### config.mk
export PLATFORM = sky130hd
export DESIGN_NAME = alu_cluster
export DESIGN_NICKNAME = d
export VERILOG_FILES = /design/src/common/alu_pkg.sv /design/src/alu_cluster.sv /design/src/result_collect.sv /design/src/op_dispatch.sv /design/src/alu/alu_lane.sv /design/src/alu/alu_32.sv
export SDC_FILE = /design/constraint.sdc
export NUM_CORES = 1
export LEC_CHECK = 0
export ABC_AREA = 1
export BUFFER_PORTS_ARGS = -buffer_cell sky130_fd_sc_hd__buf_4
export CORE_UTILIZATION = 45
export CTS_CLUSTER_DIAMETER = 120
export CTS_CLUSTER_SIZE = 28
export DETAILED_ROUTE_END_ITERATION = 8
export PLACE_DENSITY = 0.65
export SLEW_MARGIN = 5
export SYNTH_ARGS = -nofsm -noshare
export SYNTH_HDL_FRONTEND = slang
export SYNTH_SLANG_ARGS = --single-unit
### constraint.sdc
create_clock -name clk -period 5.5 [get_ports clk]
set_input_delay 1.375 -clock clk [delete_from_list [all_inputs] [get_ports clk]]
set_output_delay 1.375 -clock clk [all_outputs]
set_load 0.01 [all_outputs]
### src/common/alu_pkg.sv
/* alu cluster shared definitions
   word, op code, tag and lane types, op codes and the request/response structs */
`default_nettype none

package alu_pkg;

  typedef logic [31:0] word_t;
  typedef logic [3:0]  op_t;
  typedef logic [3:0]  tag_t;

  // valid op codes, all others invalid
  localparam op_t op_and  = 4'd0;
  localparam op_t op_or   = 4'd1;
  localparam op_t op_add  = 4'd2;
  localparam op_t op_addu = 4'd3;
  localparam op_t op_sub  = 4'd6;
  localparam op_t op_slt  = 4'd7;
  localparam op_t op_nor  = 4'd12;

  localparam int num_lanes = 4;

  typedef logic [$clog2(num_lanes)-1:0] lane_idx_t;

  typedef struct packed {
    tag_t  tag;
    op_t   op;
    word_t a;
    word_t b;
  } alu_req_t;

  typedef struct packed {
    tag_t  tag;
    word_t result;
    logic  zero;
    logic  cout;
    logic  overflow;
    logic  invalid;
  } alu_rsp_t;

  // rotation step shared by issue and drain pointers
  function automatic lane_idx_t next_lane(input lane_idx_t idx);
    lane_idx_t nxt;
    if (idx == lane_idx_t'(num_lanes - 1))
      nxt = '0;
    else
      nxt = idx + lane_idx_t'(1);
    return nxt;
  endfunction

endpackage

`default_nettype wire
### src/alu_cluster.sv
/* ALU cluster top
   dispatcher, four ALU lanes and an in-order collector */
`default_nettype none
`timescale 1ns/100ps

module alu_cluster
  import alu_pkg::*;
(
  input  logic     clk,
  input  logic     reset,
  input  logic     in_valid,
  output logic     in_ready,
  input  alu_req_t in_req,
  output logic     out_valid,
  input  logic     out_ready,
  output alu_rsp_t out_rsp
);

  logic [num_lanes-1:0] lane_valid;
  logic [num_lanes-1:0] lane_ready;
  logic [num_lanes-1:0] lane_rsp_valid;
  logic [num_lanes-1:0] lane_rsp_ready;
  alu_req_t             lane_req;
  alu_rsp_t             lane_rsp [num_lanes];

  op_dispatch u_dispatch (
    .clk        (clk),
    .reset      (reset),
    .in_valid   (in_valid),
    .in_ready   (in_ready),
    .in_req     (in_req),
    .lane_valid (lane_valid),
    .lane_ready (lane_ready),
    .lane_req   (lane_req)
  );

  for (genvar i = 0; i < num_lanes; i++)
  begin : g_lane
    alu_lane u_lane (
      .clk       (clk),
      .reset     (reset),
      .req_valid (lane_valid[i]),
      .req_ready (lane_ready[i]),
      .req       (lane_req),
      .rsp_valid (lane_rsp_valid[i]),
      .rsp_ready (lane_rsp_ready[i]),
      .rsp       (lane_rsp[i])
    );
  end

  result_collect u_collect (
    .clk            (clk),
    .reset          (reset),
    .lane_rsp_valid (lane_rsp_valid),
    .lane_rsp       (lane_rsp),
    .lane_rsp_ready (lane_rsp_ready),
    .out_valid      (out_valid),
    .out_ready      (out_ready),
    .out_rsp        (out_rsp)
  );

endmodule

`default_nettype wire

### src/result_collect.sv
/* result collector
   drains lane responses in issue rotation onto the output port */
`default_nettype none
`timescale 1ns/100ps

module result_collect
  import alu_pkg::*;
(
  input  logic                 clk,
  input  logic                 reset,
  input  logic [num_lanes-1:0] lane_rsp_valid,
  input  alu_rsp_t             lane_rsp [num_lanes],
  output logic [num_lanes-1:0] lane_rsp_ready,
  output logic                 out_valid,
  input  logic                 out_ready,
  output alu_rsp_t             out_rsp
);

  lane_idx_t drain_ptr;

  assign out_valid = lane_rsp_valid[drain_ptr];
  assign out_rsp   = lane_rsp[drain_ptr];

  // only the selected lane sees ready
  always_comb
  begin
    lane_rsp_ready            = '0;
    lane_rsp_ready[drain_ptr] = out_ready;
  end

  always_ff @(posedge clk)
  begin
    if (reset)
      drain_ptr <= '0;
    else if (out_valid && out_ready)
      drain_ptr <= next_lane(drain_ptr);
  end

endmodule

`default_nettype wire

### src/op_dispatch.sv
/* request dispatcher
   hands requests to the lanes in strict rotation */
`default_nettype none
`timescale 1ns/100ps

module op_dispatch
  import alu_pkg::*;
(
  input  logic                 clk,
  input  logic                 reset,
  input  logic                 in_valid,
  output logic                 in_ready,
  input  alu_req_t             in_req,
  output logic [num_lanes-1:0] lane_valid,
  input  logic [num_lanes-1:0] lane_ready,
  output alu_req_t             lane_req
);

  lane_idx_t issue_ptr;

  // shared request bus with only valid steered
  assign lane_req = in_req;

  always_comb
  begin
    lane_valid            = '0;
    lane_valid[issue_ptr] = in_valid;
  end

  // wait on a busy lane rather than skip it to keep order
  assign in_ready = lane_ready[issue_ptr];

  always_ff @(posedge clk)
  begin
    if (reset)
      issue_ptr <= '0;
    else if (in_valid && in_ready)
      issue_ptr <= next_lane(issue_ptr);
  end

endmodule

`default_nettype wire

### src/alu/alu_lane.sv
/* one ALU cluster lane
   single response slot behind alu_32 with valid/ready on both sides */
`default_nettype none
`timescale 1ns/100ps

module alu_lane
  import alu_pkg::*;
(
  input  logic     clk,
  input  logic     reset,
  input  logic     req_valid,
  output logic     req_ready,
  input  alu_req_t req,
  output logic     rsp_valid,
  input  logic     rsp_ready,
  output alu_rsp_t rsp
);

  word_t alu_result;
  logic  alu_zero;
  logic  alu_cout;
  logic  alu_ovf;
  logic  alu_inv;
  logic  slot_full;
  logic  accept;

  alu_32 u_alu (
    .input_a             (req.a),
    .input_b             (req.b),
    .control             (req.op),
    .result              (alu_result),
    .zero                (alu_zero),
    .cout                (alu_cout),
    .err_overflow        (alu_ovf),
    .err_invalid_control (alu_inv)
  );

  // free slot, or the held one leaves this cycle
  assign req_ready = !slot_full || rsp_ready;
  assign accept    = req_valid && req_ready;
  assign rsp_valid = slot_full;

  always_ff @(posedge clk)
  begin
    if (reset)
      slot_full <= 1'b0;
    else if (accept)
      slot_full <= 1'b1;
    else if (rsp_ready)
      slot_full <= 1'b0;  // drained
  end

  always_ff @(posedge clk)
  begin
    if (accept)
      rsp <= '{tag: req.tag, result: alu_result, zero: alu_zero,
               cout: alu_cout, overflow: alu_ovf, invalid: alu_inv};
  end

endmodule

`default_nettype wire

### src/alu/alu_32.sv
/* 32-bit MIPS style ALU
   bitwise ops, add/sub with carry and signed overflow, signed compare */
`default_nettype none
`timescale 1ns/100ps

module alu_32
  import alu_pkg::*;
(
  input  word_t input_a,
  input  word_t input_b,
  input  op_t   control,
  output word_t result,
  output logic  zero,
  output logic  cout,
  output logic  err_overflow,
  output logic  err_invalid_control
);

  logic        is_sub;
  word_t       b_eff;
  logic [32:0] sum;
  logic        signed_ovf;
  logic        a_lt_b;

  // subtract is a + ~b + 1
  assign is_sub = (control == op_sub);
  assign b_eff  = is_sub ? ~input_b : input_b;
  assign sum    = {1'b0, input_a} + {1'b0, b_eff} + {32'd0, is_sub};

  // same sign in, different sign out
  assign signed_ovf = (input_a[31] == b_eff[31]) && (sum[31] != input_a[31]);

  assign a_lt_b = $signed(input_a) < $signed(input_b);

  always_comb
  begin
    result              = '0;
    cout                = 1'b0;
    err_overflow        = 1'b0;
    err_invalid_control = 1'b0;
    case (control)
      op_and:  result = input_a & input_b;
      op_or:   result = input_a | input_b;
      op_nor:  result = ~(input_a | input_b);
      op_add,
      op_sub:
      begin
        result       = sum[31:0];
        cout         = sum[32];
        err_overflow = signed_ovf;
      end
      op_addu:
      begin
        result = sum[31:0];
        cout   = sum[32];  // no overflow for unsigned
      end
      op_slt:  result = {31'd0, a_lt_b};
      default: err_invalid_control = 1'b1;
    endcase
  end

  assign zero = (result == '0);

endmodule

`default_nettype wire

# --- Yosys cells after proc, flatten, opt, wreduce, memory -nomap -nowiden ---
# Cells that the tools add are included.
classes:
  add_sub_neg: 4
  n_lt_le_gt_ge: 6
  n_eq_ne: 10
  n_mux: 26
  n_bitwise: 7
  reduce_logical: 26
op_table:
  columns: ["operator", "count"]
  rows:
  - ["32-bit case mux with 5 select lines", 1]
  - ["40-bit binary-select mux with 2-bit select", 1]
  - ["40-bit 2-to-1 mux", 2]
  - ["32-bit inverter", 2]
  - ["32-bit by 32-bit adder with 33-bit output", 1]
  - ["33-bit by 1-bit adder with 33-bit output", 1]
  - ["32-bit bitwise AND", 1]
  - ["32-bit zero test", 1]
  - ["32-bit less-than comparator", 1]
  - ["32-bit 2-to-1 mux", 1]
  - ["32-bit OR", 1]
  - ["1-bit 2-to-1 mux", 15]
  - ["1-bit logical AND", 9]
  - ["4-bit bitwise AND", 2]
  - ["4-bit by 2-bit equality test with 1-bit output (second input constant)", 2]
  - ["4-bit by 3-bit equality test with 1-bit output (second input constant)", 2]
  - ["2-bit nonzero test", 4]
  - ["7-bit OR reduction", 1]
  - ["2-bit by 3-bit less-than comparator with 1-bit output (second input constant)", 2]
  - ["2-bit by 1-bit adder with 2-bit output (second input constant)", 2]
  - ["1-bit binary-select mux with 2-bit select", 2]
  - ["1-bit demux with 2-bit select", 2]
  - ["2-bit equality test (second input constant)", 2]
  - ["4-bit by 1-bit equality test with 1-bit output (second input constant)", 1]
  - ["other kinds (12)", 20]
totals:
  ff_bits: 168
  in_bits: 76
  out_inout_bits: 42
  elab_cells: 109

# --- Logic depth before layout (Yosys ltp) ---
depth:
  word_depth: 9
  mapped_depth: 22
  depth_no_buf: 22

# --- Cells and area by module ---
# From an unflattened synthesis, not the netlist that was laid out.
hier_totals:
  cells_unflattened: 4407
  area_unflattened_um2: 29161.7
modules_own_cells:
  columns: ["module", "instances", "cells_each", "area_per_inst_um2", "seq_area_each_um2"]
  rows:
  - ["alu_32 (g_lane[1].u_lane.u_alu)", 1, 979, 5586.6, 0.0]
  - ["alu_32 (g_lane[0].u_lane.u_alu)", 1, 976, 5584.1, 0.0]
  - ["alu_32 (g_lane[2].u_lane.u_alu)", 1, 946, 5470.2, 0.0]
  - ["alu_32 (g_lane[3].u_lane.u_alu)", 1, 950, 5432.7, 0.0]
  - ["alu_lane", 4, 46, 1248.7, 1221.2]
  - ["result_collect", 1, 263, 1316.3, 40.0]
  - ["op_dispatch", 1, 109, 777.0, 40.0]

# --- Worst setup path before layout ---
# OpenSTA, ideal clock, no wires.
synth_timing:
  kind: "input-to-reg"
  startpoint: "in in_req[65] in the netlist's numbering"
  endpoint: "reg g_lane[0].u_lane.rsp[3] in the netlist's numbering (data pin)"
  setup_ns: 0.259
  t_arrival_ns: 3.756
  required_ns: 5.241
  slack_ns: 1.485
  stages: 16
  cell_sequence: "inv_2 -> nor2_4 -> nand2_1 -> buf_1 -> xor2_1 -> ha_1 -> a21oi_1 -> o21bai_1 -> a21oi_1 -> nand2_1 -> a21oi_1 -> nor2_1 -> o21ai_0 -> nor2_1 -> nand3_1 -> nor2_1"
synth_via:
  elab_chain_len: 6
  word_cells_on_any_way: 13
  cone_classes: "add/sub (2); eq/ne (6); mux (2); reduce/logical (3)"
synth_rtl:
  columns: ["element", "line_no", "rtl"]
  rows:
  - ["from (decl)", "alu_cluster.sv:13", "input alu_req_t in_req,"]
  - ["4-bit by 3-bit equality test with 1-bit output", "alu_32.sv:26, alu_32.sv:41", null]
  - ["32-bit 2-to-1 mux", "alu_32.sv:27", "assign b_eff = is_sub ? ~input_b : input_b;"]
  - ["32-bit by 32-bit adder with 33-bit output", "alu_32.sv:28", "assign sum = {1'b0, input_a} + {1'b0, b_eff} + {32'd0, is_sub};"]
  - ["33-bit by 1-bit adder with 33-bit output", "alu_32.sv:28", null]
  - ["32-bit case mux with 5 select lines (*)", "alu_32.sv:41", "case (control)"]
  - ["via g_lane[0].u_lane.alu_result[19]", "alu_lane.sv:19", "word_t alu_result;"]
  - ["32-bit zero test (*)", "alu_32.sv:62", "assign zero = (result == '0);"]
  - ["via g_lane[0].u_lane.alu_zero", "alu_lane.sv:20", "logic alu_zero;"]
  - ["to (signal assigned)", "alu_lane.sv:56", "rsp <= '{tag: req.tag, result: alu_result, zero: alu_zero,"]
  - ["to (decl)", "alu_lane.sv:16", "output alu_rsp_t rsp"]
# Mark *: on every way through the listed nets, which the timed path passes. The rest lies on a longest branch.
# A chain may end at the register's enable or synchronous reset.

# --- Worst setup path after layout ---
layout_timing:
  startpoint: "in in_req[65] in the netlist's numbering"
  endpoint: "reg g_lane[3].u_lane.rsp[3] in the netlist's numbering (data pin)"
layout_via:
  elab_chain_len: 6
  word_cells_on_any_way: 13
  cone_classes: "add/sub (2); eq/ne (6); mux (2); reduce/logical (3)"
layout_rtl:
  columns: ["element", "line_no"]
  rows:
  - ["4-bit by 3-bit equality test with 1-bit output", null]
  - ["32-bit 2-to-1 mux", null]
  - ["32-bit by 32-bit adder with 33-bit output", null]
  - ["33-bit by 1-bit adder with 33-bit output", null]
  - ["32-bit case mux with 5 select lines (*)", null]
  - ["32-bit zero test (*)", null]
  - ["via g_lane[0].u_lane.alu_zero", "alu_lane.sv:20"]
  - ["to (signal assigned)", "alu_lane.sv:56"]
  - ["to (decl)", "alu_lane.sv:16"]
# Marks and branches as above.

==> run summary <==
Multi-input logic area -> 6000 um^2
Flops & latches, synth -> 168
Largest cells by area after synthesis -> edfxtp_1, ha_1, nand2_1, inv_1, nor2_1
Clock latency on the worst-skew pair -> 0.42 ns
Nets -> 1738
Routed Antenna Nets -> 0
Worst clock skew -> 0.00806 ns
Crit path time final -> 4.63 ns
Critical path class -> primary input to flip-flop
Cell Chain, Critical Path -> buf_4 > inv_2 > nor2_4 > nand2_1 > buf_4 > xor2_1 > ha_1 > nand2_1 > inv_1 > a21oi_1 > nand2_1 > nand3b_1 > or2_2 > nand3_1 > nand4_1 > nor2_1 > nand3_1 > nor2_1
Final period utilization -> 84.2%
Buf/Inv on CP -> 4
Synth Flop Type -> edfxtp_1
Post-Syn Area -> 11900 um^2
Worst VDD drop -> 0.000254 V
GRT Overall Usage -> 23.0%
Global-route wire length before repair -> 47500 um
Post-route non-filler standard cell count -> 1866
Clock sink total -> 168
Avg WL per Cell -> 16.3 um
Max Fanout on Critical Path -> 12
Seq/Total Area, Yosys -> 41.8%
Final Power -> 3.82 mW
Core ar. -> 26000 um^2
PortBufs -> 117
Post-CTS setup buffer count -> 0
Distinct cells, synth -> 41
Setup-failing EPs final -> 0
I/O pins -> 118
Hold Vio Cnt, Final -> 0
RSZ-0062 raised after global routing -> false
Post-synth EDFFs -> 160
CP Capture Type -> flip-flop
Vias in the first global route -> 9264
Leading cell types by count after synthesis -> nand2_1, inv_1, nor2_1
Post-DP HPWL -> 23000 um
Most common cell in the netlist -> nand2_1
Dpl cells -> 1834
Worst EP required -> 5.74 ns
CTS Root Cell -> clkbuf_16
Synthesized net count -> 1630
Power per cell area -> 279 nW/um^2
Yosys warning count -> 0
Detailed Route Iter0 Violations -> 671
Die X -> 164 um
First drt pass iteration count -> 5
HP Class -> flip-flop to flip-flop
Synth Instances -> 1410
Post-synth top area cell -> edfxtp_1
Worst slew margin -> 30.3%
Initial antenna violation count -> 1
CTS Hold Buffers Added -> 0
Wirelength, routed -> 30500 um
Critical-path top delay cell -> nand2_1
Detailed-route via count -> 9865
H-tree levels -> 4
FP Rows -> 59
CTS tree -> built
Post-cts sizing count -> 0
Sum Neg Setup Slack -> 0 ns
Crit path launch type -> primary input
Ant diodes -> 0
Register area -> 4970 um^2
DRC Markers -> 0
Starting Density -> 45.7%
Avg Cell Area, Syn -> 8.42 um^2
Synth-to-Final Area Change -> 15.4%
Status -> finished clean
Final core occ -> 52.7%
TritonCTS buffer count -> 17
Fill count -> 2408
Share of layout cells above drive strength 1 -> 12.4%
Maximum clock path buffer count -> 2
Worst-path clk slew -> 0.06 ns
Worst-Margin Slew -> 1.04 ns
Largest net degree at the start of global routing -> 60
Max Fclk -> 216 MHz
Pins over their slew limit -> 0
Via density -> 5.29
Max-Cap Viols -> 0
Die area -> 27000 um^2
Routability cong. -> 1.01
Post-synth top area share -> 40.5%
Die Ht -> 164 um
Max incr delay on CP -> 0.48 ns
Crit path DAT -> 4.87 ns
GRT overflow -> 0
Worst path top cell family by delay -> simple AND/OR/NAND/NOR gates
Cell mode on critical path -> nand2_1
Asr flop ratio synth -> 0%
Leak -> 6.29 nW
==> worst min-delay path, stage by stage (launching register included) <==
cell and delay [ns]:
dfxtp_1 0.31, nand2_1 0.07, a21oi_1 0.06
==> power breakdown <==
part | switching (mW) | internal (mW) | leakage, nW
Clock | 0.454 | 0.693 | 0.283
Sequential | 0.0333 | 1.53 | 1.56
Combinational | 0.711 | 0.407 | 4.45
Total | 1.20 | 2.63 | 6.29
==> cells by family (layout without fill, tap and decap cells) <==
| group | Yosys count | in the layout | share of synthesized area [%] |
|---|---|---|---|
| compound gates | 268 | 268 | 13.0 |
| xor+xnor | 32 | 32 | 2.36 |
| simple gates | 556 | 556 | 19.7 |
| buf+inv | 242 | 363 | 7.98 |
| flops | 168 | 168 | 41.8 |
| fa+ha+maj | 144 | 144 | 15.2 |
==> per-layer routing <==
layer	track usage, %	wire length [um]
met1	29.3	13900
met4	7.96	718
met2	40.7	14800
met3	2.03	1120
met5	0	9
==> sequential cells by signal, summed over array words and instances, names as in the netlist <==
signal                   flops
g_lane.u_lane.rsp          160
g_lane.u_lane.rsp_valid      4
u_collect.drain_ptr          2
u_dispatch.issue_ptr         2
==> per-stage QoR <==
stage | instance area [um^2] | hold WS (ns) | setup WS (ns)
6_report | 13700 | 0.485 | 0.870
5_1_grt | 13700 | 0.538 | 0.516
4_1_cts | 13700 | 0.485 | 0.842
3_5_place_dp | 13100 | 0.475 | 0.418
3_3_place_gp | 13100 | 0.470 | 0.423
2_1_floorplan | 11900 | 0.451 | 1.49
==> cell usage in the layout, fill, tap and decap left out, drive strengths merged <==
master	count
a211oi	1
a21boi	1
a21oi	66
a221oi	21
a31oi	1
and2	1
and3	1
buf	130
bufinv	2
clkbuf	21
clkinv	6
clkinvlp	2
dfxtp	8
edfxtp	160
fa	1
ha	143
inv	202
nand2	255
nand3	64
nand3b	8
nand4	13
nor2	198
nor3	9
nor3b	2
nor4	2
o211ai	6
o21ai	118
o21bai	13
o22ai	41
or2	3
xnor2	1
xor2	31
==> path summary, 6_finish.rpt <==
kind	start	to	slack, ns	cells after the start
min reg2reg	g_lane[2].u_lane.rsp_valid	g_lane[2].u_lane.rsp_valid	0.48	2
min	g_lane[2].u_lane.rsp_valid	g_lane[2].u_lane.rsp_valid	0.48	2
max reg2reg	u_collect.drain_ptr[1]	g_lane[1].u_lane.rsp[2]	2.24	6
max	in_req[65]	g_lane[3].u_lane.rsp[3]	0.87	18
==> area by class of cell <==
| cell class | instances | area share, % |
|---|---|---|
| Clock buffer | 21 | 3.36 |
| Clock inverter | 11 | 0.913 |
| Inverter | 201 | 5.51 |
| Multi-Input combinational cell | 1000 | 43.8 |
| Sequential cell | 168 | 36.2 |
| Tap cell | 335 | 3.06 |
| Timing Repair Buffer | 130 | 7.12 |
No activity file was read; power rests on OpenSTA's default activity.
